[src/design/mipsIsaPkg.sv]
package mipsIsaPkg;

    // Instructions the memory stage handles differently
    typedef enum logic [3:0] {
        opNop,
        opLw,
        opLh,
        opLhu,
        opLb,
        opLbu,
        opSw,
        opSh,
        opSb,
        opMfc0,
        opMtc0,
        opEret,
        opAlu
    } memOp;

    // Cause.ExcCode, INT and NONE share a value and the flag tells them apart
    typedef logic [4:0] excCode;
    localparam excCode excInt  = 5'd0;
    localparam excCode excAdel = 5'd4;
    localparam excCode excAdes = 5'd5;
    localparam excCode excNone = 5'd0;

    // Request to the pipeline controller
    typedef enum logic [1:0] {
        kcNone,
        kcKtext,
        kcEret
    } kernelCtrl;

    // Exception handler address
    localparam logic [31:0] kernelEntry = 32'h0000_4180;

    typedef struct packed {
        logic [5:0] op;
        logic [4:0] rs;
        logic [4:0] rt;
        logic [4:0] rd;
        logic [4:0] shamt;
        logic [5:0] funct;
    } rFields;

    typedef struct packed {
        logic [5:0]  op;
        logic [4:0]  rs;
        logic [4:0]  rt;
        logic [15:0] imm;
    } iFields;

    // Instruction word seen as R-format or I-format
    typedef union packed {
        rFields r;
        iFields i;
    } instrWord;

    typedef struct packed {
        memOp        op;
        instrWord    instr;
        logic [31:0] pc;
        logic [31:0] addr;
        logic [31:0] rtData;
        logic [4:0]  rtAddr;
        logic [4:0]  destAddr;
        logic [31:0] destData;
        excCode      excIn;
        logic        hasExc;
        logic        inDelaySlot;
    } memReq;

    // Value being written back this cycle
    typedef struct packed {
        logic [4:0]  addr;
        logic [31:0] data;
    } wbFwd;

    typedef struct packed {
        memOp        op;
        logic [31:0] pc;
        logic [4:0]  destAddr;
        logic [31:0] regData;
        logic [31:0] memWord;
        logic [1:0]  offset;
        logic        noWrite;
    } wbEntry;

endpackage

[src/design/memMapPkg.sv]
package memMapPkg;

    // Data RAM window
    localparam logic [31:0] dataStart = 32'h0000_0000;
    localparam logic [31:0] dataEnd   = 32'h0000_2FFF;

    // Peripheral windows, end addresses inclusive
    localparam logic [31:0] timer0Start = 32'h0000_7F00;
    localparam logic [31:0] timer0End   = 32'h0000_7F0B;
    localparam logic [31:0] timer1Start = 32'h0000_7F10;
    localparam logic [31:0] timer1End   = 32'h0000_7F1B;
    localparam logic [31:0] ledAddr     = 32'h0000_7F20;
    localparam logic [31:0] tubeAddr    = 32'h0000_7F24;
    localparam logic [31:0] switchAddr  = 32'h0000_7F28;
    localparam logic [31:0] buzzerStart = 32'h0000_7F30;
    localparam logic [31:0] buzzerEnd   = 32'h0000_7F3F;

    // Timer count registers cannot be stored to
    localparam logic [31:0] roAddr0 = 32'h0000_7F08;
    localparam logic [31:0] roAddr1 = 32'h0000_7F18;

    localparam logic [4:0] cp0Sr    = 5'd12;
    localparam logic [4:0] cp0Cause = 5'd13;
    localparam logic [4:0] cp0Epc   = 5'd14;
    localparam logic [4:0] cp0PrId  = 5'd15;

    localparam logic [31:0] prIdValue = 32'h0001_8A05;
    localparam logic [31:0] epcReset  = 32'h0000_3000;

    localparam int ramWords    = 3072;
    localparam int ramAddrBits = 12;

endpackage

[src/design/storeLanes.sv]
`timescale 1ns/1ps

module storeLanes (
    input  mipsIsaPkg::memOp   op,
    input  logic [31:0]        addr,
    input  logic [31:0]        storeData,
    output logic [3:0]         byteEn,
    output logic [31:0]        laneData,
    output logic [1:0]         offset,
    output logic               fault,
    output mipsIsaPkg::excCode faultCode
);
    import mipsIsaPkg::*;
    import memMapPkg::*;

    logic isLoad;
    logic isStore;
    logic isWordOp;
    logic isHalfOp;
    logic isSubWord;
    logic misaligned;
    logic inData;
    logic mapped;
    logic readOnly;

    function automatic logic inWindow(input logic [31:0] a, input logic [31:0] lo,
                                      input logic [31:0] hi);
        return (a >= lo) && (a <= hi);
    endfunction

    assign isLoad    = op inside {opLw, opLh, opLhu, opLb, opLbu};
    assign isStore   = op inside {opSw, opSh, opSb};
    assign isWordOp  = op inside {opLw, opSw};
    assign isHalfOp  = op inside {opLh, opLhu, opSh};
    assign isSubWord = op inside {opLh, opLhu, opLb, opLbu, opSh, opSb};

    assign offset = addr[1:0];

    assign misaligned = (isWordOp && addr[1:0] != 2'b00) || (isHalfOp && addr[0]);
    assign inData     = inWindow(addr, dataStart, dataEnd);

    // Every legal target, peripherals included
    assign mapped = inData
                 || inWindow(addr, timer0Start, timer0End)
                 || inWindow(addr, timer1Start, timer1End)
                 || addr == ledAddr
                 || addr == tubeAddr
                 || addr == switchAddr
                 || inWindow(addr, buzzerStart, buzzerEnd);

    assign readOnly = isStore && (addr == roAddr0 || addr == roAddr1);

    // Sub-word accesses only make sense inside the RAM
    assign fault = (isLoad || isStore)
                && (misaligned || !mapped || (isSubWord && !inData) || readOnly);
    assign faultCode = isStore ? excAdes : excAdel;

    always_comb begin
        case (op)
            opSw:    byteEn = 4'b1111;
            opSh:    byteEn = addr[1] ? 4'b1100 : 4'b0011;
            opSb:    byteEn = 4'b0001 << addr[1:0];
            default: byteEn = 4'b0000;
        endcase
    end

    // Move the low bytes up to the addressed lane
    always_comb begin
        case (op)
            opSh:    laneData = storeData << {addr[1], 4'b0000};
            opSb:    laneData = storeData << {addr[1:0], 3'b000};
            default: laneData = storeData;
        endcase
    end

endmodule

[src/design/memStage.sv]
`timescale 1ns/1ps

module memStage (
    input  logic               clk,
    input  logic               rst_n,
    input  mipsIsaPkg::memReq  memIn,
    input  logic               inValid,
    output logic               inReady,
    input  mipsIsaPkg::wbFwd   fwd,
    input  logic               flush,
    output mipsIsaPkg::wbEntry wbOut,
    output logic               outValid,
    input  logic               outReady,
    output logic [29:0]        ramAddr,
    output logic [3:0]         ramWe,
    output logic [31:0]        ramWData,
    input  logic [31:0]        ramRData,
    output logic               cp0Fire,
    output mipsIsaPkg::memOp   cp0Op,
    output logic [4:0]         cp0Id,
    output logic [31:0]        cp0WData,
    output mipsIsaPkg::excCode excFinal,
    output logic               hasExcFinal,
    output logic [31:0]        cp0Pc,
    output logic               cp0InDelaySlot,
    input  logic [31:0]        cp0RData,
    input  logic               takeTrap
);
    import mipsIsaPkg::*;
    import memMapPkg::*;

    logic        fire;
    logic [31:0] rtUse;
    logic [3:0]  byteEn;
    logic [31:0] laneData;
    logic [1:0]  laneOffset;
    logic        laneFault;
    excCode      laneCode;
    logic        ramHit;
    logic        isLoad;
    wbEntry      nextEntry;

    assign inReady = !outValid || outReady;
    assign fire    = inValid && inReady;

    // Store operand bypass from writeback, r0 never forwards
    assign rtUse = (fwd.addr == memIn.rtAddr && fwd.addr != 5'd0) ? fwd.data : memIn.rtData;

    storeLanes lanes (
        .op        (memIn.op),
        .addr      (memIn.addr),
        .storeData (rtUse),
        .byteEn    (byteEn),
        .laneData  (laneData),
        .offset    (laneOffset),
        .fault     (laneFault),
        .faultCode (laneCode)
    );

    // Upstream fault is older and wins
    assign excFinal    = memIn.hasExc ? memIn.excIn : laneCode;
    assign hasExcFinal = memIn.hasExc || laneFault;

    // Flushed instructions leave CP0 alone
    assign cp0Fire        = fire && !flush;
    assign cp0Op          = memIn.op;
    assign cp0Id          = memIn.instr.r.rd;
    assign cp0WData       = rtUse;
    assign cp0Pc          = memIn.pc;
    assign cp0InDelaySlot = memIn.inDelaySlot;

    // Only the RAM window takes writes
    assign ramHit   = memIn.addr >= dataStart && memIn.addr <= dataEnd;
    assign ramAddr  = memIn.addr[31:2];
    assign ramWData = laneData;
    assign ramWe    = (cp0Fire && !takeTrap && ramHit) ? byteEn : 4'b0000;

    assign isLoad = memIn.op inside {opLw, opLh, opLhu, opLb, opLbu};

    always_comb begin
        nextEntry.op       = memIn.op;
        nextEntry.pc       = memIn.pc;
        nextEntry.destAddr = memIn.destAddr;
        if (memIn.op == opMfc0) begin
            nextEntry.regData = cp0RData;
        end else if (isLoad) begin
            nextEntry.regData = ramRData;
        end else begin
            nextEntry.regData = memIn.destData;
        end
        nextEntry.memWord  = ramRData;
        nextEntry.offset   = laneOffset;
        nextEntry.noWrite  = flush || takeTrap;
    end

    always_ff @(posedge clk or negedge rst_n) begin
        if (!rst_n) begin
            outValid <= 1'b0;
        end else if (inReady) begin
            outValid <= inValid;
        end
    end

    always_ff @(posedge clk) begin
        if (fire) begin
            wbOut <= nextEntry;
        end
    end

    holdUnderStall: assert property (@(posedge clk) disable iff (!rst_n)
        outValid && !outReady |=> outValid && $stable(wbOut))
        else $error("writeback entry changed while stalled");

    // Decode must place the store source in the I-format rt field
    storeRtMatches: assert property (@(posedge clk) disable iff (!rst_n)
        inValid && memIn.op inside {opSw, opSh, opSb} |-> memIn.instr.i.rt == memIn.rtAddr)
        else $error("store rtAddr disagrees with instruction rt field");

endmodule

[config.mk]
export PLATFORM = sky130hd
export DESIGN_NAME = memStage
export DESIGN_NICKNAME = d
export VERILOG_FILES = /design/src/design/mipsIsaPkg.sv /design/src/design/memMapPkg.sv /design/src/design/storeLanes.sv /design/src/design/memStage.sv
export SDC_FILE = /design/constraint.sdc
export NUM_CORES = 1
export LEC_CHECK = 0
export BUFFER_PORTS_ARGS = -buffer_cell sky130_fd_sc_hd__buf_2
export CAP_MARGIN = 20
export CORE_AREA = 5 5 208 210
export DETAILED_ROUTE_END_ITERATION = 7
export DIE_AREA = 0 0 213 215
export PLACE_DENSITY = 0.44
export REMOVE_ABC_BUFFERS = 1
export SYNTH_ARGS = -nofsm -noshare
export SYNTH_HDL_FRONTEND = slang
export SYNTH_SLANG_ARGS = --single-unit
[constraint.sdc]
create_clock -name clk -period 3 [get_ports clk]
set_clock_uncertainty 0.05 [all_clocks]
set_input_delay 0.3 -clock clk [delete_from_list [all_inputs] [get_ports clk]]
set_output_delay 0.3 -clock clk [all_outputs]
set_load 0.02 [all_outputs]
# ---- Yosys cells after proc, flatten, opt, wreduce, memory -nomap -nowiden
# Cells that the tools add are included.
# W data, S select, Z words.
dict set report classes {
  muxes 9
  n_eq_ne 15
  magnitude_cmp 8
  reduce_logical 41
  n_shift 3
}
# cell n
set op_table {}
lappend op_table {{$eq A32 B15 Y1 const B} 5}
lappend op_table {{$ge A32 B15 Y1 const B} 3}
lappend op_table {{$le A32 B15 Y1 const B} 3}
lappend op_table {{$mux W32} 3}
lappend op_table {{$pmux W32 S2} 1}
lappend op_table {{$shl A32 B5 Y32} 2}
lappend op_table {{$ge A32 B1 Y1 const B} 1}
lappend op_table {{$le A32 B14 Y1 const B} 1}
lappend op_table {{$eq A4 B3 Y1 const B} 4}
lappend op_table {{$logic_or A1 B1 Y1} 15}
lappend op_table {{$logic_and A1 B1 Y1} 14}
lappend op_table {{$pmux W4 S3} 1}
lappend op_table {{$reduce_bool A5 Y1} 2}
lappend op_table {{$eq A4 B2 Y1 const B} 2}
lappend op_table {{$eq A4 B4 Y1 const B} 2}
lappend op_table {{$mux W4} 2}
lappend op_table {{$reduce_bool A3 Y1} 2}
lappend op_table {{$reduce_bool A6 Y1} 1}
lappend op_table {{$eq A5 B5 Y1} 1}
lappend op_table {{$logic_not A1 Y1} 5}
lappend op_table {{$mux W5} 1}
lappend op_table {{$eq A4 B1 Y1 const B} 1}
lappend op_table {{$reduce_bool A2 Y1} 2}
lappend op_table {{$shl A1 B2 Y4 const A} 1}
lappend op_table {{$mux W1} 1}
dict set report word_totals {
  reg_bits 109
  input_bits 288
  wordCells 84
}

# ---- Longest topological paths before layout
dict set report logic_depth {
  word_depth 14
  mapped_depth 8
}

# ---- By module
# Synthesis repeated with hierarchy kept, for this count alone.
dict set report hier_totals {
  cells_unflattened 556
  hier_area_um2 6303.5
}
# mod cells_per_inst instances seq_area_each_um2 area_each_um2
set modules_own_cells {}
lappend modules_own_cells {memStage 395 1 3268.1 5213.8}
lappend modules_own_cells {storeLanes 161 1 0.0 1089.8}

# ---- Worst setup path before layout
# No wires, ideal clock.
dict set report synth_path {
  path_kind {flip-flop to flip-flop}
  start {reg outValid}
  end {reg wbOut[0] in the netlist's numbering (enable)}
  setup_time_ps 461
  arrival_ps 2911
  required_ps 2489
  path_slack_ps -422
  stages_incl_launch_ff 4
  path_cell_list {dfrtp_1 nand2b_1 nand2_1 inv_1}
}
dict set report synth_via {
  elab_chain_len 3
}
# element line
set synth_lines {}
lappend synth_lines {{start, declared} memStage.sv:12} ;# output logic outValid,
lappend synth_lines {{start signal, assigned} memStage.sv:100} ;# outValid <= inValid;
lappend synth_lines {{$logic_not A1 Y1} memStage.sv:43} ;# assign inReady = !outValid || outReady;
lappend synth_lines {{$logic_or A1 B1 Y1} memStage.sv:43}
lappend synth_lines {{net inReady} memStage.sv:8} ;# output logic inReady,
lappend synth_lines {{$logic_and A1 B1 Y1} memStage.sv:44} ;# assign fire = inValid && inReady;
lappend synth_lines {{net fire} memStage.sv:32} ;# logic fire;
lappend synth_lines {{end signal, assigned} memStage.sv:106} ;# wbOut <= nextEntry;
lappend synth_lines {{end, declared} memStage.sv:11} ;# output mipsIsaPkg::wbEntry wbOut,
# The timed path passes the listed nets, and every way through them passes these cells.
# A chain may end at the register's enable or synchronous reset.

# ---- Worst setup path in the final report
dict set report layout_path {
  start {in memIn[178] in the netlist's numbering}
  end {out ramWData[14]}
}
dict set report layout_via {
  elab_chain_len 2
  elab_cells_between_ends 3
  classes_between {2 x eq/ne; 1 x mux}
}
# element line
set layout_lines {}
lappend layout_lines {{start, declared} memStage.sv:6} ;# input mipsIsaPkg::memReq memIn,
lappend layout_lines {{$eq A4 B4 Y1 or $eq A4 B3 Y1 (tied branches)} storeLanes.sv:69} ;# case (op)
lappend layout_lines {{$pmux W32 S2 (*)} storeLanes.sv:69}
lappend layout_lines {{end, declared} memStage.sv:16} ;# output logic [31:0] ramWData,
# Every way passes the cells marked *; elsewhere a longest branch is shown, timed or not.

==> results_dict.tcl <==
set metrics [dict create \
    crit_slowest_cell "and2_4" \
    whs_ns 0.06238 \
    ys_seq_area_share_pct 52.46 \
    synth.distinct_cells 53 \
    area_delta_synth_final_pct 49.87 \
    netlist_area_um2 6230 \
    peakVddDrop_mv 0.2247 \
    via_per_inst 4.064 \
    fmax_mhz 375.5 \
    critPathCaptureType "output pin" \
    synthArstFlopShare_pct 0.9174 \
    drt-total-wl_mm 31.69 \
    cts.clk_slew.worst_paths_ns 0.07 \
    synth_ff_type "edfxtp_1" \
    antenna_found_initial 2 \
    period_share_pct 88.76 \
    setup_viol 0 \
    clkSinkCount 109 \
    synth-edff-count 108 \
    place_ws_ns 0.2907 \
    track_usage_pct 12.90 \
    worstReg2RegStart "outValid" \
    path_common_cell "buf_2" \
    cts_tree "done" \
    first_iter_violations 339 \
    fp.dieH_um 215 \
    syn_area_per_cell_um2 11.24 \
    gp_congestion 0.9041 \
    crit_chain "buf_2 -> buf_4 -> nor4b_4 -> and2_4 -> mux2i_1 -> mux2_2 -> o2bb2ai_1 -> buf_2" \
    power_density_nw_per_um2 450.4 \
    timing_hold_violations_final 0 \
    rr_worst_depth 4 \
    core_um2 41380 \
    worstMarginPinSlew_ns 0.4625 \
    cts_max_level 3 \
    dieWidth_um 213 \
    min_from "memIn[41]" \
    p_seq_share_pct 43.3 \
    setup_ws_ns 0.3372 \
    p_int_mw 2.859 \
    relSlewSlack_pct 68.28 \
    die-area_um2 45800 \
    arrival_ns 2.31 \
    endpoint "ramWData[14]" \
    rsz0062_at_grt "no" \
    swShare_pct 32.03 \
    leakagePower_nw 4.365 \
    post-route-util_pct 22.56 \
    ios 545 \
    cts_buffers 9 \
    nets 1286 \
    ys_warn_count 0 \
    initial_core_util_pct 15.05 \
    synth_top_family_by_area "buffers and inverters" \
    crit_required_ns 2.65 \
    p_switching_mw 1.347 \
    cts-root-buf "clkbuf_16" \
    fin_cells 1544 \
    synth_area_leader_cell "edfxtp_1" \
    grt_pass1_vias 6435 \
    syn_inst 554 \
    drcViolationCount 0 \
    worstReg2RegEnd "wbOut[31]" \
    vias 6275 \
    drive_gt1_share_pct 57.23 \
    status "complete, no violations" \
    worstSetupPathType "in -> out" \
    synth_compound_area_share_pct 11.45 \
    grt_max_degree 66 \
    yosysTopAreaCellShare_pct 52.06 \
    dr.pass1.iters 5 \
    muxShareOfSynthArea_pct 11.49 \
    grt-ovfl-total 0 \
    clock_latency_ns 0.36 \
    cts_buffer_depth 2 \
    synth_seq_cells 109 \
    synthSimpleGateAreaFrac_pct 11.79 \
    synth-xor-area-share_pct 0.5624 \
    num_rows 75 \
    worstPathMaxFanout 17 \
    p_comb_share_pct 26.4 \
    min_path_type "in -> reg" \
    wl_per_cell_um 20.53 \
    io_buffers 505 \
    grt_pass1_wl_mm 43.32 \
    cp-start-kind "input port" \
    period_needed_ns 2.663 \
    clockPowerShare_pct 30.3 \
    synth_area_leaders "edfxtp_1 (52%), mux2i_1 (9.3%), buf_4 (8.8%)" \
    postRouteAntennaNets 0 \
    drv_cap 0 \
    synth_fa_ha_area_share_pct 0 \
    n_fill_cell 4553 \
    dpl.hpwl_mm 26.57 \
    worst-r2r-setup-slack_ns 1.29 \
    drv_slew 0 \
    cp_slowest_stage_delay_ns 0.38 \
    dp.cells 1525 \
    startpoint "memIn[178]" \
]
## power by group through the flow
| stage | registers (mW) | logic [mW] | clock network, mW |
|---|---|---|---|
| floorplan | 1.97 | 0.355 | 0 |
| global placement | 1.86 | 1.13 | 0 |
| detailed placement | 1.86 | 1.12 | 0 |
| CTS | 1.82 | 1.13 | 1.34 |
| global route | 1.83 | 1.19 | 1.40 |
| finish | 1.82 | 1.11 | 1.27 |
## area by class of cell
cell class | instances | area [um^2] | area share (%)
timing repair buffer | 533 | 2790 | 29.88
clock inverter | 7 | 91.34 | 0.9783
tap | 539 | 674.4 | 7.223
multi-input combinational | 328 | 2216 | 23.73
inverter | 17 | 66.31 | 0.7103
sequential | 109 | 3268 | 35.00
antenna | 2 | 5.005 | 0.05360
clock buffer | 9 | 225.2 | 2.412
## synthesized netlist by cell type (2+ instances only)
library cell / n
or2_2: 2
a21o_1: 8
or4_1: 2
and2_1: 9
clkbuf_1: 16
a2111oi_0: 2
nand3_1: 25
nand4_1: 3
o221ai_1: 2
xnor2_1: 4
inv_1: 17
nor2_1: 16
edfxtp_1: 108
o21ai_0: 55
a21oi_1: 12
o2bb2ai_1: 8
o221a_2: 3
a31oi_1: 2
buf_12: 2
a222oi_1: 4
nor4_1: 5
a221oi_1: 5
mux2_2: 12
mux2i_1: 58
buf_2: 7
buf_4: 73
nand2_1: 58
nand2b_1: 6
and3_1: 6
## cell usage in the layout, fill, tap and decap left out, drive strengths merged, types with 3 or more instances in the layout
master,instances
edfxtp,108
nand4,3
nor4,5
nor2,17
xnor2,4
clkbuf,9
nand2b,6
a221oi,6
o21ai,56
o221a,3
a21oi,12
mux2i,58
nand3,25
mux2,12
nand2,58
a222oi,4
buf,532
and3,6
nor4b,3
and2,11
a21o,8
inv,20
o2bb2ai,8
## timing repair
item,4_1_cts,5_1_grt
hold buffers,1,0
setup buffers,0,0
endpoints found under the setup margin,0,0
hold endpoints to repair,1,0
resized for setup,0,0
## stage by stage
| stage | power (mW) | cell area (um^2) | TNS, ns |
|---|---|---|---|
| 5_1_grt | 4.425 | 9334 | 0 |
| 6_report | 4.206 | 9336 | 0 |
| 3_5_place_dp | 2.982 | 9005 | 0 |
| 3_3_place_gp | 2.987 | 9005 | 0 |
| 4_1_cts | 4.293 | 9331 | 0 |
| 2_1_floorplan | 2.324 | 5530 | -63.62 |
## worst max-delay path: cells and delay by family
kind,cells,cell delay (ns)
multiplexers,2,0.42
AO/OA/AOI/OAI,1,0.32
buffers and inverters,3,0.56
AND/OR/NAND/NOR,2,0.72
## per-layer routing
layer	GRT usage (%)	share of wire, %	wire [um]	up-vias
met2	24.02	52	16380	425
met4	5.441	4.0	1256	2
met1	13.19	34	10870	2928
met5	0	0.041	13	-
met3	3.938	10	3174	45
li1	-	-	-	2875
## flip-flops by register name (all words and copies together), names as in the netlist
| register | count |
|---|---|
| outValid | 1 |
| wbOut | 108 |
## cell families after synthesis
| logic type | Yosys count |
|---|---|
| simple gates | 144 |
| buf+inv | 117 |
| compound gates | 110 |
| mux | 70 |
| flops | 109 |
| xor+xnor | 4 |
## how the worst min path moves through the flow
stage	end	slack, ns	depth (start not counted)
after global placement	outValid	0.02	1
after CTS	wbOut[68]	0.03	1
final	wbOut[69]	0.06	1
after detailed placement	outValid	0.03	1
after floorplan	outValid	-0.05	0
after global routing	wbOut[68]	0.03	1
No activity file was read; power rests on OpenSTA's default activity.
