$ cat config.mk
export PLATFORM = sky130hd
export DESIGN_NAME = cp0Regs
export DESIGN_NICKNAME = d
export VERILOG_FILES = /design/src/design/mipsIsaPkg.sv /design/src/design/memMapPkg.sv /design/src/design/cp0Regs.sv
export SDC_FILE = /design/constraint.sdc
export NUM_CORES = 1
export LEC_CHECK = 0
export BUFFER_PORTS_ARGS = -buffer_cell sky130_fd_sc_hd__buf_2
export CORE_MARGIN = 2
export CORE_UTILIZATION = 52
export DETAILED_ROUTE_END_ITERATION = 12
export PLACE_DENSITY = 0.94
export SLEW_MARGIN = 20
export SYNTH_ARGS = -nofsm -noshare
export SYNTH_HDL_FRONTEND = slang
export SYNTH_SLANG_ARGS = --single-unit
$ cat constraint.sdc
create_clock -name clk -period 4.8 [get_ports clk]
set_input_delay 0.24 -clock clk [delete_from_list [all_inputs] [get_ports clk]]
set_output_delay 0.24 -clock clk [all_outputs]
set_load 0.03 [all_outputs]
$ cat src/design/mipsIsaPkg.sv
package mipsIsaPkg;

    // Instructions the memory stage handles differently
    typedef enum logic [3:0] {
        opNop,
        opLw,
        opLh,
        opLhu,
        opLb,
        opLbu,
        opSw,
        opSh,
        opSb,
        opMfc0,
        opMtc0,
        opEret,
        opAlu
    } memOp;

    // Cause.ExcCode, INT and NONE share a value and the flag tells them apart
    typedef logic [4:0] excCode;
    localparam excCode excInt  = 5'd0;
    localparam excCode excAdel = 5'd4;
    localparam excCode excAdes = 5'd5;
    localparam excCode excNone = 5'd0;

    // Request to the pipeline controller
    typedef enum logic [1:0] {
        kcNone,
        kcKtext,
        kcEret
    } kernelCtrl;

    // Exception handler address
    localparam logic [31:0] kernelEntry = 32'h0000_4180;

    typedef struct packed {
        logic [5:0] op;
        logic [4:0] rs;
        logic [4:0] rt;
        logic [4:0] rd;
        logic [4:0] shamt;
        logic [5:0] funct;
    } rFields;

    typedef struct packed {
        logic [5:0]  op;
        logic [4:0]  rs;
        logic [4:0]  rt;
        logic [15:0] imm;
    } iFields;

    // Instruction word seen as R-format or I-format
    typedef union packed {
        rFields r;
        iFields i;
    } instrWord;

    typedef struct packed {
        memOp        op;
        instrWord    instr;
        logic [31:0] pc;
        logic [31:0] addr;
        logic [31:0] rtData;
        logic [4:0]  rtAddr;
        logic [4:0]  destAddr;
        logic [31:0] destData;
        excCode      excIn;
        logic        hasExc;
        logic        inDelaySlot;
    } memReq;

    // Value being written back this cycle
    typedef struct packed {
        logic [4:0]  addr;
        logic [31:0] data;
    } wbFwd;

    typedef struct packed {
        memOp        op;
        logic [31:0] pc;
        logic [4:0]  destAddr;
        logic [31:0] regData;
        logic [31:0] memWord;
        logic [1:0]  offset;
        logic        noWrite;
    } wbEntry;

endpackage

$ cat src/design/memMapPkg.sv
package memMapPkg;

    // Data RAM window
    localparam logic [31:0] dataStart = 32'h0000_0000;
    localparam logic [31:0] dataEnd   = 32'h0000_2FFF;

    // Peripheral windows, end addresses inclusive
    localparam logic [31:0] timer0Start = 32'h0000_7F00;
    localparam logic [31:0] timer0End   = 32'h0000_7F0B;
    localparam logic [31:0] timer1Start = 32'h0000_7F10;
    localparam logic [31:0] timer1End   = 32'h0000_7F1B;
    localparam logic [31:0] ledAddr     = 32'h0000_7F20;
    localparam logic [31:0] tubeAddr    = 32'h0000_7F24;
    localparam logic [31:0] switchAddr  = 32'h0000_7F28;
    localparam logic [31:0] buzzerStart = 32'h0000_7F30;
    localparam logic [31:0] buzzerEnd   = 32'h0000_7F3F;

    // Timer count registers cannot be stored to
    localparam logic [31:0] roAddr0 = 32'h0000_7F08;
    localparam logic [31:0] roAddr1 = 32'h0000_7F18;

    localparam logic [4:0] cp0Sr    = 5'd12;
    localparam logic [4:0] cp0Cause = 5'd13;
    localparam logic [4:0] cp0Epc   = 5'd14;
    localparam logic [4:0] cp0PrId  = 5'd15;

    localparam logic [31:0] prIdValue = 32'h0001_8A05;
    localparam logic [31:0] epcReset  = 32'h0000_3000;

    localparam int ramWords    = 3072;
    localparam int ramAddrBits = 12;

endpackage

$ cat src/design/cp0Regs.sv
`timescale 1ns/1ps

module cp0Regs (
    input  logic                  clk,
    input  logic                  rst_n,
    input  logic                  fire,
    input  mipsIsaPkg::memOp      op,
    input  logic [4:0]            cp0Id,
    input  logic [31:0]           wData,
    input  mipsIsaPkg::excCode    exc,
    input  logic                  hasExc,
    input  logic [31:0]           pc,
    input  logic                  inDelaySlot,
    input  logic [5:0]            hwInt,
    output logic [31:0]           rData,
    output mipsIsaPkg::kernelCtrl kCtrl,
    output logic                  takeTrap,
    output logic [29:0]           epc,
    output logic                  bd
);
    import mipsIsaPkg::*;
    import memMapPkg::*;

    // SR fields
    logic [5:0]  im;
    logic        exl;
    logic        ie;
    // Cause fields
    logic [5:0]  ip;
    excCode      causeCode;
    logic        bdReg;
    logic [29:0] epcReg;

    logic        intPending;
    logic        trapEntry;
    logic        eretFire;
    logic        mtc0Fire;
    logic [31:0] trapPc;
    logic [31:0] srWord;
    logic [31:0] causeWord;

    assign intPending = |(hwInt & im) && ie && !exl;
    assign takeTrap   = intPending || hasExc;

    // A trap outranks ERET and MTC0 in the same instruction
    assign trapEntry = fire && takeTrap;
    assign eretFire  = fire && !takeTrap && op == opEret;
    assign mtc0Fire  = fire && !takeTrap && op == opMtc0;

    // Restart at the branch when the victim sits in its delay slot
    assign trapPc = inDelaySlot ? pc - 32'd4 : pc;

    assign srWord    = {16'b0, im, 8'b0, exl, ie};
    assign causeWord = {bdReg, 15'b0, ip, 3'b0, causeCode, 2'b00};

    always_comb begin
        case (cp0Id)
            cp0Sr:    rData = srWord;
            cp0Cause: rData = causeWord;
            cp0Epc:   rData = {epcReg, 2'b00};
            cp0PrId:  rData = prIdValue;
            default:  rData = '0;
        endcase
    end

    assign kCtrl = trapEntry ? kcKtext : (eretFire ? kcEret : kcNone);
    assign epc   = trapEntry ? trapPc[31:2] : epcReg;
    assign bd    = trapEntry && inDelaySlot;

    always_ff @(posedge clk or negedge rst_n) begin
        if (!rst_n) begin
            im        <= '1;
            exl       <= 1'b0;
            ie        <= 1'b1;
            ip        <= '0;
            causeCode <= excNone;
            bdReg     <= 1'b0;
            epcReg    <= epcReset[31:2];
        end else if (trapEntry) begin
            exl       <= 1'b1;
            causeCode <= intPending ? excInt : exc;
            ip        <= hwInt & im;
            bdReg     <= inDelaySlot;
            epcReg    <= trapPc[31:2];
        end else if (eretFire) begin
            exl       <= 1'b0;
            causeCode <= excNone;
            bdReg     <= 1'b0;
        end else if (mtc0Fire) begin
            if (cp0Id == cp0Sr) begin
                im  <= wData[15:10];
                exl <= wData[1];
                ie  <= wData[0];
            end else if (cp0Id == cp0Epc) begin
                epcReg <= wData[31:2];
            end
        end
    end

    kTextOnlyOnFire: assert property (@(posedge clk) disable iff (!rst_n)
        !fire |-> kCtrl != kcKtext)
        else $error("kCtrl requested handler entry without an accepted instruction");

endmodule

==> Yosys cells after proc, flatten, opt, wreduce, memory -nomap -nowiden <==
Cells that the tools add are included.
{ "word_totals": {"inputBits": 89, "reg_bits": 50, "wordCells": 57, "output_inout_bits": 66} }
{ "op_classes": {"n_mux": 19, "eq_ne": 8, "n_bitwise": 3, "reduce_logical": 19, "add_sub_neg": 1} }
{ "op_table": {"columns": ["operator", "count"], "rows": [
  ["30-bit 2-to-1 mux", 6],
  ["32-bit case mux with 4 select lines", 1],
  ["32-bit 2-to-1 mux", 1],
  ["32-bit by 3-bit subtractor with 32-bit output (second input constant)", 1],
  ["5-bit by 4-bit == test with 1-bit output (second input constant)", 4],
  ["5-bit 2-to-1 mux", 3],
  ["4-bit == test (second input constant)", 2],
  ["4-bit AND reduction", 2],
  ["1-bit logical AND", 7],
  ["6-bit bitwise AND", 1],
  ["1-bit 2-to-1 mux", 6],
  ["2-bit nonzero test", 3],
  ["3-bit nonzero test", 2],
  ["6-bit OR reduction", 1],
  ["2-bit 2-to-1 mux", 2],
  ["2-bit inequality test (second input constant)", 2],
  ["1-bit logical NOT", 2],
  ["1-bit NOT", 2],
  ["2-bit AND reduction", 1],
  ["1-bit logical OR", 1]
]} }

==> Logic depth before layout (Yosys ltp) <==
Gate-level depths: netlist of the first run.
{ "logic_depth": {"word_depth": 11, "ltp_mapped": 8, "mapped_depth_nobuf": 6} }

==> Least setup slack after synthesis of the first run <==
Ideal clock, no wire load.
{ "synth_timing": {"path_type": "input port to output port", "start": "input pc[12]", "end": "output epc[22]", "path_stages": 6, "required_ns": 4.560, "arrival_time_ns": 2.451, "slack_ns": 2.109, "n_path_buf": 1, "path_cell_list": "or4_4 > or4_1 > buf_6 > nor3_1 > xnor2_1 > o21ai_0"} }
{ "synth_between": {"elab_chain_len": 3} }
{ "synth_rtl": {"columns": ["element", "line_no", "text"], "rows": [
  ["start, declared", "cp0Regs.sv:12", "input logic [31:0] pc,"],
  ["32-bit by 3-bit subtractor with 32-bit output", "cp0Regs.sv:51", "assign trapPc = inDelaySlot ? pc - 32'd4 : pc;"],
  ["32-bit 2-to-1 mux", "cp0Regs.sv:51", null],
  ["30-bit 2-to-1 mux", "cp0Regs.sv:67", "assign epc = trapEntry ? trapPc[31:2] : epcReg;"],
  ["end, declared", "cp0Regs.sv:18", "output logic [29:0] epc,"]
]} }
Every way passes these cells.

==> Worst setup path after layout of the first run <==
{ "layout_timing": {"start": "register im[2]", "end": "output epc[19]"} }
{ "layout_between": {"elab_chain_len": 7} }
{ "layout_rtl": {"columns": ["element", "line_no", "text"], "rows": [
  ["start, declared", "cp0Regs.sv:25", "logic [5:0] im;"],
  ["start signal, assigned", "cp0Regs.sv:91", "im <= wData[15:10];"],
  ["6-bit bitwise AND", "cp0Regs.sv:42", "assign intPending = |(hwInt & im) && ie && !exl;"],
  ["6-bit OR reduction", "cp0Regs.sv:42", null],
  ["1-bit logical AND (2 in series)", "cp0Regs.sv:42", null],
  ["1-bit logical OR", "cp0Regs.sv:43", "assign takeTrap = intPending || hasExc;"],
  ["1-bit logical AND", "cp0Regs.sv:46", "assign trapEntry = fire && takeTrap;"],
  ["30-bit 2-to-1 mux", "cp0Regs.sv:67", null]
]} }
Every way passes these cells.

==> results.yml, run 1 <==
run_status:
  status: "finished, final reports clean"
floorplanning:
  pin_count: 155
  core_mm2: 0.00668
  die_h_um: 86.4
  die_w_um: 86.4
  fp-row-count: 30
  die_area_mm2: 0.00746
  initial_core_util_pct: 52.8
worst_hold_path:
  holdCritPathClass: "primary input to async pin"
run:
  drv_cap: 0
logic_synthesis:
  synthCells: 413
  synth_top_area_share_pct: 29.1
  syn_area_per_cell_um2: 8.54
  synth-main-ff-cell: "dfrtp_1"
  synth-edff-count: 0
  netlist.top_cell.by_area: "dfrtp_1"
  synthArstFlopShare_pct: 100
  syn_nets: 503
  synth_seq_cells: 50
  ys_types: 49
  synth.area.top_cells: "dfrtp_1 (29%), mux2i_1 (8.2%), nor2_1 (7.1%)"
  synth_seq_area_share_pct: 35.8
  yosysWarnings: 0
  synth_area_mm2: 0.00353
route:
  via_per_inst: 5.95
  post_drt_wl_per_cell_um: 16.9
  drt_wl_total_um: 10600
  drt_iter0_drc: 233
  routed-via-count: 3737
  drt_drc_violations_left: 0
  drt_first_pass_iters: 4
  final_antenna_net_count: 0
timing:
  clock_skew_ps: 9.33
  hold_viol_final: 0
  slew_violations: 0
  finalCritPeriodShare_pct: 70.4
  setup-tns-final_ps: 0
  max_freq_ghz: 0.296
  slew_headroom_pct: 38.6
  setup_violations: 0
  rsz0062_at_grt: "false"
  period_minus_slack_ps: 3380
  worst_pin_slew_ps: 913
worst_setup_path:
  crit_path_top_delay_cell: "a41oi_1"
  end_kind: "primary output"
  cp.required_ps: 4560
  worstPathCellList: "a22oi_1 -> a41oi_1 -> o21ai_2 -> buf_4 -> inv_2 -> buf_12 -> nor2_1 -> a21oi_1 -> buf_2"
  arrival_ps: 3140
  crit_type: "register to primary output"
  critPathMaxStageDelay_ps: 590
  r2r_cells: 8
  start_kind: "register"
  path_max_fanout: 73
grt:
  use_met3_pct: 3.71
  grt_overflow: 0
  grt_pass1_wl_um: 16700
  use_met1_pct: 36.4
  grt-busiest-layer: "met2"
  track_usage_pct: 28.1
  antenna_found_initial: 0
  grt_pass1_vias: 3556
  grt_max_degree: 74
  grt_use_met2_pct: 46.6
layout:
  regArea_mm2: 0.00126
  fin_util_pct: 66.3
  area_growth_pct: 25.5
  nFillCells: 556
  multi_input_area_mm2: 0.00214
  diodes: 0
  nNetsFinal: 637
  layout-drive-gt1-share_pct: 35.9
clocking:
  cts-hold-fix-buffers: 0
  cts_tree: "yes"
  path_clk_slew_ps: 100
  cts_buffer_depth: 2
  cts-root-buf: "clkbuf_8"
  clock_latency_ps: 310
  post_cts_buffers: 0
  cts_sinks: 50
  ctsResizeCount: 0
  cts_buffers: 5
  htreeDepth: 2
placement:
  place_hpwl_um: 7960
  port-buffer-count: 152
  globalplace.congestion: 0.919
power_and_ir_drop:
  power_mw: 1.16
  leakagePower_nw: 2.06
  ir_worst_vdd_uv: 155
  p_per_area_mw_per_mm2: 263
cell usage in the layout (no fill, tap or decap), types with 11 or more instances in the layout:
cell type | synthesis | routed
o21ai_0 | 11 | 11
nor2_1 | 67 | 67
xnor2_1 | 23 | 23
buf_2 | 3 | 152
a221oi_1 | 15 | 15
and3_1 | 18 | 18
nand2_1 | 30 | 30
mux2i_1 | 29 | 29
a21oi_1 | 32 | 32
dfrtp_1 | 41 | 41
nor3_1 | 26 | 26
cell families (layout without fill, tap and decap cells):
family / count (synthesis) / after routing / synth area share, %
AO/OA/AOI/OAI: 83 / 83 / 15.5
XOR/XNOR: 27 / 27 / 6.70
buffers and inverters: 33 / 168 / 3.94
flip-flops: 50 / 50 / 35.8
AND/OR/NAND/NOR: 181 / 181 / 26.6
adder cells (fa/ha/maj): 1 / 1 / 0.355
multiplexers: 38 / 38 / 11.1
cells in the mapped netlist (5+ instances only):
master,n
nand2_1,30
clkbuf_1,23
mux2_2,9
a221oi_1,15
dfrtp_1,41
a22o_1,5
a22oi_1,7
dfstp_2,9
nor3_1,26
xnor2_1,23
and3_1,18
mux2i_1,29
nor2_1,67
nand3_1,6
a21oi_1,32
o21ai_0,11
worst max-delay path, delay by kind of cell (launching register included):
family	cells	cell delay, ps
simple gates	1	70
flops	1	570
buf+inv	4	1230
compound gates	4	920
stage by stage:
step | hold WS, ps | cells | worst slack (ps) | instance area [um^2]
floorplan | -55.6 | 413 | 2110 | 3530
global placement | 383 | 620 | 1830 | 4320
detailed placement | 394 | 620 | 1810 | 4320
CTS | 60.6 | 628 | 1460 | 4430
global route | 77.9 | 628 | 1170 | 4430
finish | 41.0 | 628 | 1420 | 4430
power by group:
part	switching, mW	total (mW)	leakage (nW)	internal [mW]
logic	0.228	0.359	1.43	0.131
clock network	0.147	0.304	0.0524	0.156
registers	0.0341	0.501	0.580	0.467
total	0.409	1.16	2.06	0.755
per-layer routing:
layer | up-vias | part of all wire [%]
met3 | 38 | 5.3
met2 | 170 | 49
met1 | 1766 | 41
met4 | 0 | 4.4
li1 | 1763 | -
met5 | - | 0
registers in the layout (all words and copies together) (netlist names):
| signal | flops |
|---|---|
| epcReg | 30 |
| im | 6 |
| ip | 6 |
| causeCode | 5 |
| bdReg | 1 |
| exl | 1 |
| ie | 1 |
path summary, 6_finish.rpt:
kind | from | to | slack [ps]
worst max-delay path | im[2] | epc[19] | 1420
worst min-delay path | rst_n | epcReg[26] | 40
worst max register to register | im[2] | epcReg[9] | 1940
worst min register to register | ip[3] | ip[3] | 490
max in group asynchronous | rst_n | epcReg[3] | 4320
min in group clk | wData[1] | exl | 170
cell type report:
class | instances | share of cell area (%)
clock inverters | 1 | 0.678
well taps | 80 | 2.26
inverters | 3 | 0.254
repair buffers | 157 | 18.3
clock buffers | 7 | 1.72
multi-input cells | 330 | 48.2
flip-flops and latches | 50 | 28.5
Note: power is estimated with default switching activity, not from simulation.
==> run 2, diff against run 1 <==
--- a/config.mk
+++ b/config.mk
@@ -7,9 +7,9 @@
 export LEC_CHECK = 0
 export BUFFER_PORTS_ARGS = -buffer_cell sky130_fd_sc_hd__buf_2
 export CORE_MARGIN = 2
-export CORE_UTILIZATION = 52
+export CORE_UTILIZATION = 44
 export DETAILED_ROUTE_END_ITERATION = 12
-export PLACE_DENSITY = 0.94
+export PLACE_DENSITY = 0.85
 export SLEW_MARGIN = 20
 export SYNTH_ARGS = -nofsm -noshare
 export SYNTH_HDL_FRONTEND = slang
==> constraint.sdc (replaced) <==
create_clock -name clk -period 2.78 [get_ports clk]
set_input_delay 0.139 -clock clk [delete_from_list [all_inputs] [get_ports clk]]
set_output_delay 0.139 -clock clk [all_outputs]
set_load 0.03 [all_outputs]
==> run 2 against run 1 <==
Combinational power up 73%. Sequential power rose by 72%. Core utilization is 7.8 points lower. Setup slack lost 1200 ps. Design area increased by 2.1%. Worst hold slack gained 16 ps. Via count is 1.8% lower. Non-clock buffer count increased by 6. Routed wire length is 4.1% higher. Cell count grew 4.5%.
==> results.yml, run 2 (synthesis results as in run 1) <==
placement:
  dp_cells: 647
  place_hpwl_um: 8370
  port-buffer-count: 152
  globalplace.congestion: 0.920
layout:
  final_cell_mix: "buf_2 (152), nor2_1 (67), dfrtp_1 (41)"
  layout-drive-gt1-share_pct: 36.6
  largest-register: "epcReg"
  area_growth_pct: 28.1
  instances_no_fill: 656
  layout_commonest_cell: "buf_2"
  largest_register_ffs: 30
  nNetsFinal: 643
  diodes: 0
  top_regs: "epcReg (30), im (6), ip (6)"
power_and_ir_drop:
  ir_worst_vdd_uv: 246
  leakagePower_nw: 2.10
  p_per_area_mw_per_mm2: 445
timing:
  worst_pin_slew_ps: 675
  slew_violations: 0
  clock_skew_ps: 7.68
  slew_headroom_pct: 54.9
  finalCritPeriodShare_pct: 92.6
  hold_viol_final: 0
  rsz0062_at_grt: "false"
  setup_violations: 0
  max_freq_ghz: 0.388
  period_minus_slack_ps: 2580
  setup-tns-final_ps: 0
route:
  drt_first_pass_iters: 4
  drt_drc_violations_left: 0
  drt_iter0_drc: 172
  post_drt_wl_per_cell_um: 16.9
  via_per_inst: 5.59
  drt_wl_total_um: 11100
  routed-via-count: 3670
  final_antenna_net_count: 0
clocking:
  cts-root-buf: "clkbuf_8"
  cts_tree: "yes"
  path_clk_slew_ps: 90
  cts_buffer_depth: 2
  clock_latency_ps: 310
  cts_sinks: 50
  cts_buffers: 5
  htreeDepth: 2
grt:
  track_usage_pct: 25.2
  antenna_found_initial: 0
  grt_max_degree: 62
  grt_pass1_wl_um: 17400
  grt_pass1_vias: 3499
  grt_overflow: 0
worst_setup_path:
  crit_type: "register to primary output"
  worst-path-buf-inv: 3
  path_max_fanout: 40
  crit_path_top_delay_cell: "dfstp_2"
  worstPathCellList: "a22oi_1 -> a41oi_1 -> o21ai_2 -> inv_2 -> buf_4 -> o211ai_1 -> nand2_1 -> buf_2"
  critical_path.top_delay_family: "compound AO/OA/AOI/OAI gates"
  cp.required_ps: 2640
  critPathMaxStageDelay_ps: 580
  start_kind: "register"
  end_kind: "primary output"
  arrival_ps: 2440
run_status:
  status: "finished, final reports clean"
floorplanning:
  die_w_um: 93.5
  pin_count: 155
  fp-row-count: 32
  core_mm2: 0.00773
  die_h_um: 93.5
  die_area_mm2: 0.00875
  initial_core_util_pct: 45.6
run:
  drv_cap: 0
worst_hold_path:
  holdCritPathClass: "primary input to register"
[run 2: layout make-up]
cell class | instances | area [um^2]
Tap cell | 102 | 128
Fill cell | 725 | 3210
Sequential cell | 50 | 1260
Clock buffer | 6 | 72.6
Clock inverter | 2 | 37.5
Timing Repair Buffer | 163 | 871
Multi-Input combinational cell | 330 | 2140
Inverter | 3 | 11.3
[run 2: worst register-to-register path, stage by stage, from the launching register on]
cell and delay (ps):
dfstp_2 400, a22oi_1 190, a41oi_1 230, buf_4 230, nor4_2 340, buf_12 290, mux2i_1 270, mux2i_1 90
[run 2: power by group]
| part | total (mW) | internal, mW | switching [mW] |
|---|---|---|---|
| clock network | 0.525 | 0.269 | 0.256 |
| registers | 0.864 | 0.807 | 0.0575 |
| logic | 0.621 | 0.230 | 0.391 |
[run 2: path summary, 6_finish.rpt]
kind                          start         end  slack, ps  cells past startpoint
setup / recovery              im[2]      epc[1]        200                      8
min in group asynchronous     rst_n  epcReg[26]        300                      2
max in group asynchronous     rst_n       im[0]       1650                      3
setup reg to reg              im[2]  epcReg[27]        620                      7
hold reg to reg               bdReg       bdReg        490                      1
hold / removal             wData[1]         exl         60                      3
[run 2: metal layers]
metal	routed length [um]	GRT usage [%]	part of all wire (%)	vias up
met5	0	0	0	-
met4	289	8.94	2.6	0
met3	516	3.06	4.7	21
met2	5360	42.6	48	130
met1	4890	33.2	44	1755
li1	-	-	-	1764
[run 2: through the flow]
stage	area [um^2]	hold WS [ps]	total power, mW	util [%]	worst slack [ps]
after floorplan	3530	-157	1.26	-	231
after global placement	4400	96.9	1.47	56.9	299
after detailed placement	4400	97.7	1.49	56.9	277
after CTS	4520	52.6	2.02	58.5	233
after global routing	4520	58.6	2.11	58.5	85.5
final	4520	57.1	2.01	58.5	205
[run 2: what timing repair did]
action | in CTS | in global routing
gates resized for setup | 0 | 0
hold buffers | 1 | 0
endpoints found under the hold margin | 15 | 0
setup buffers | 0 | 0
endpoints found under the setup margin | 0 | 0
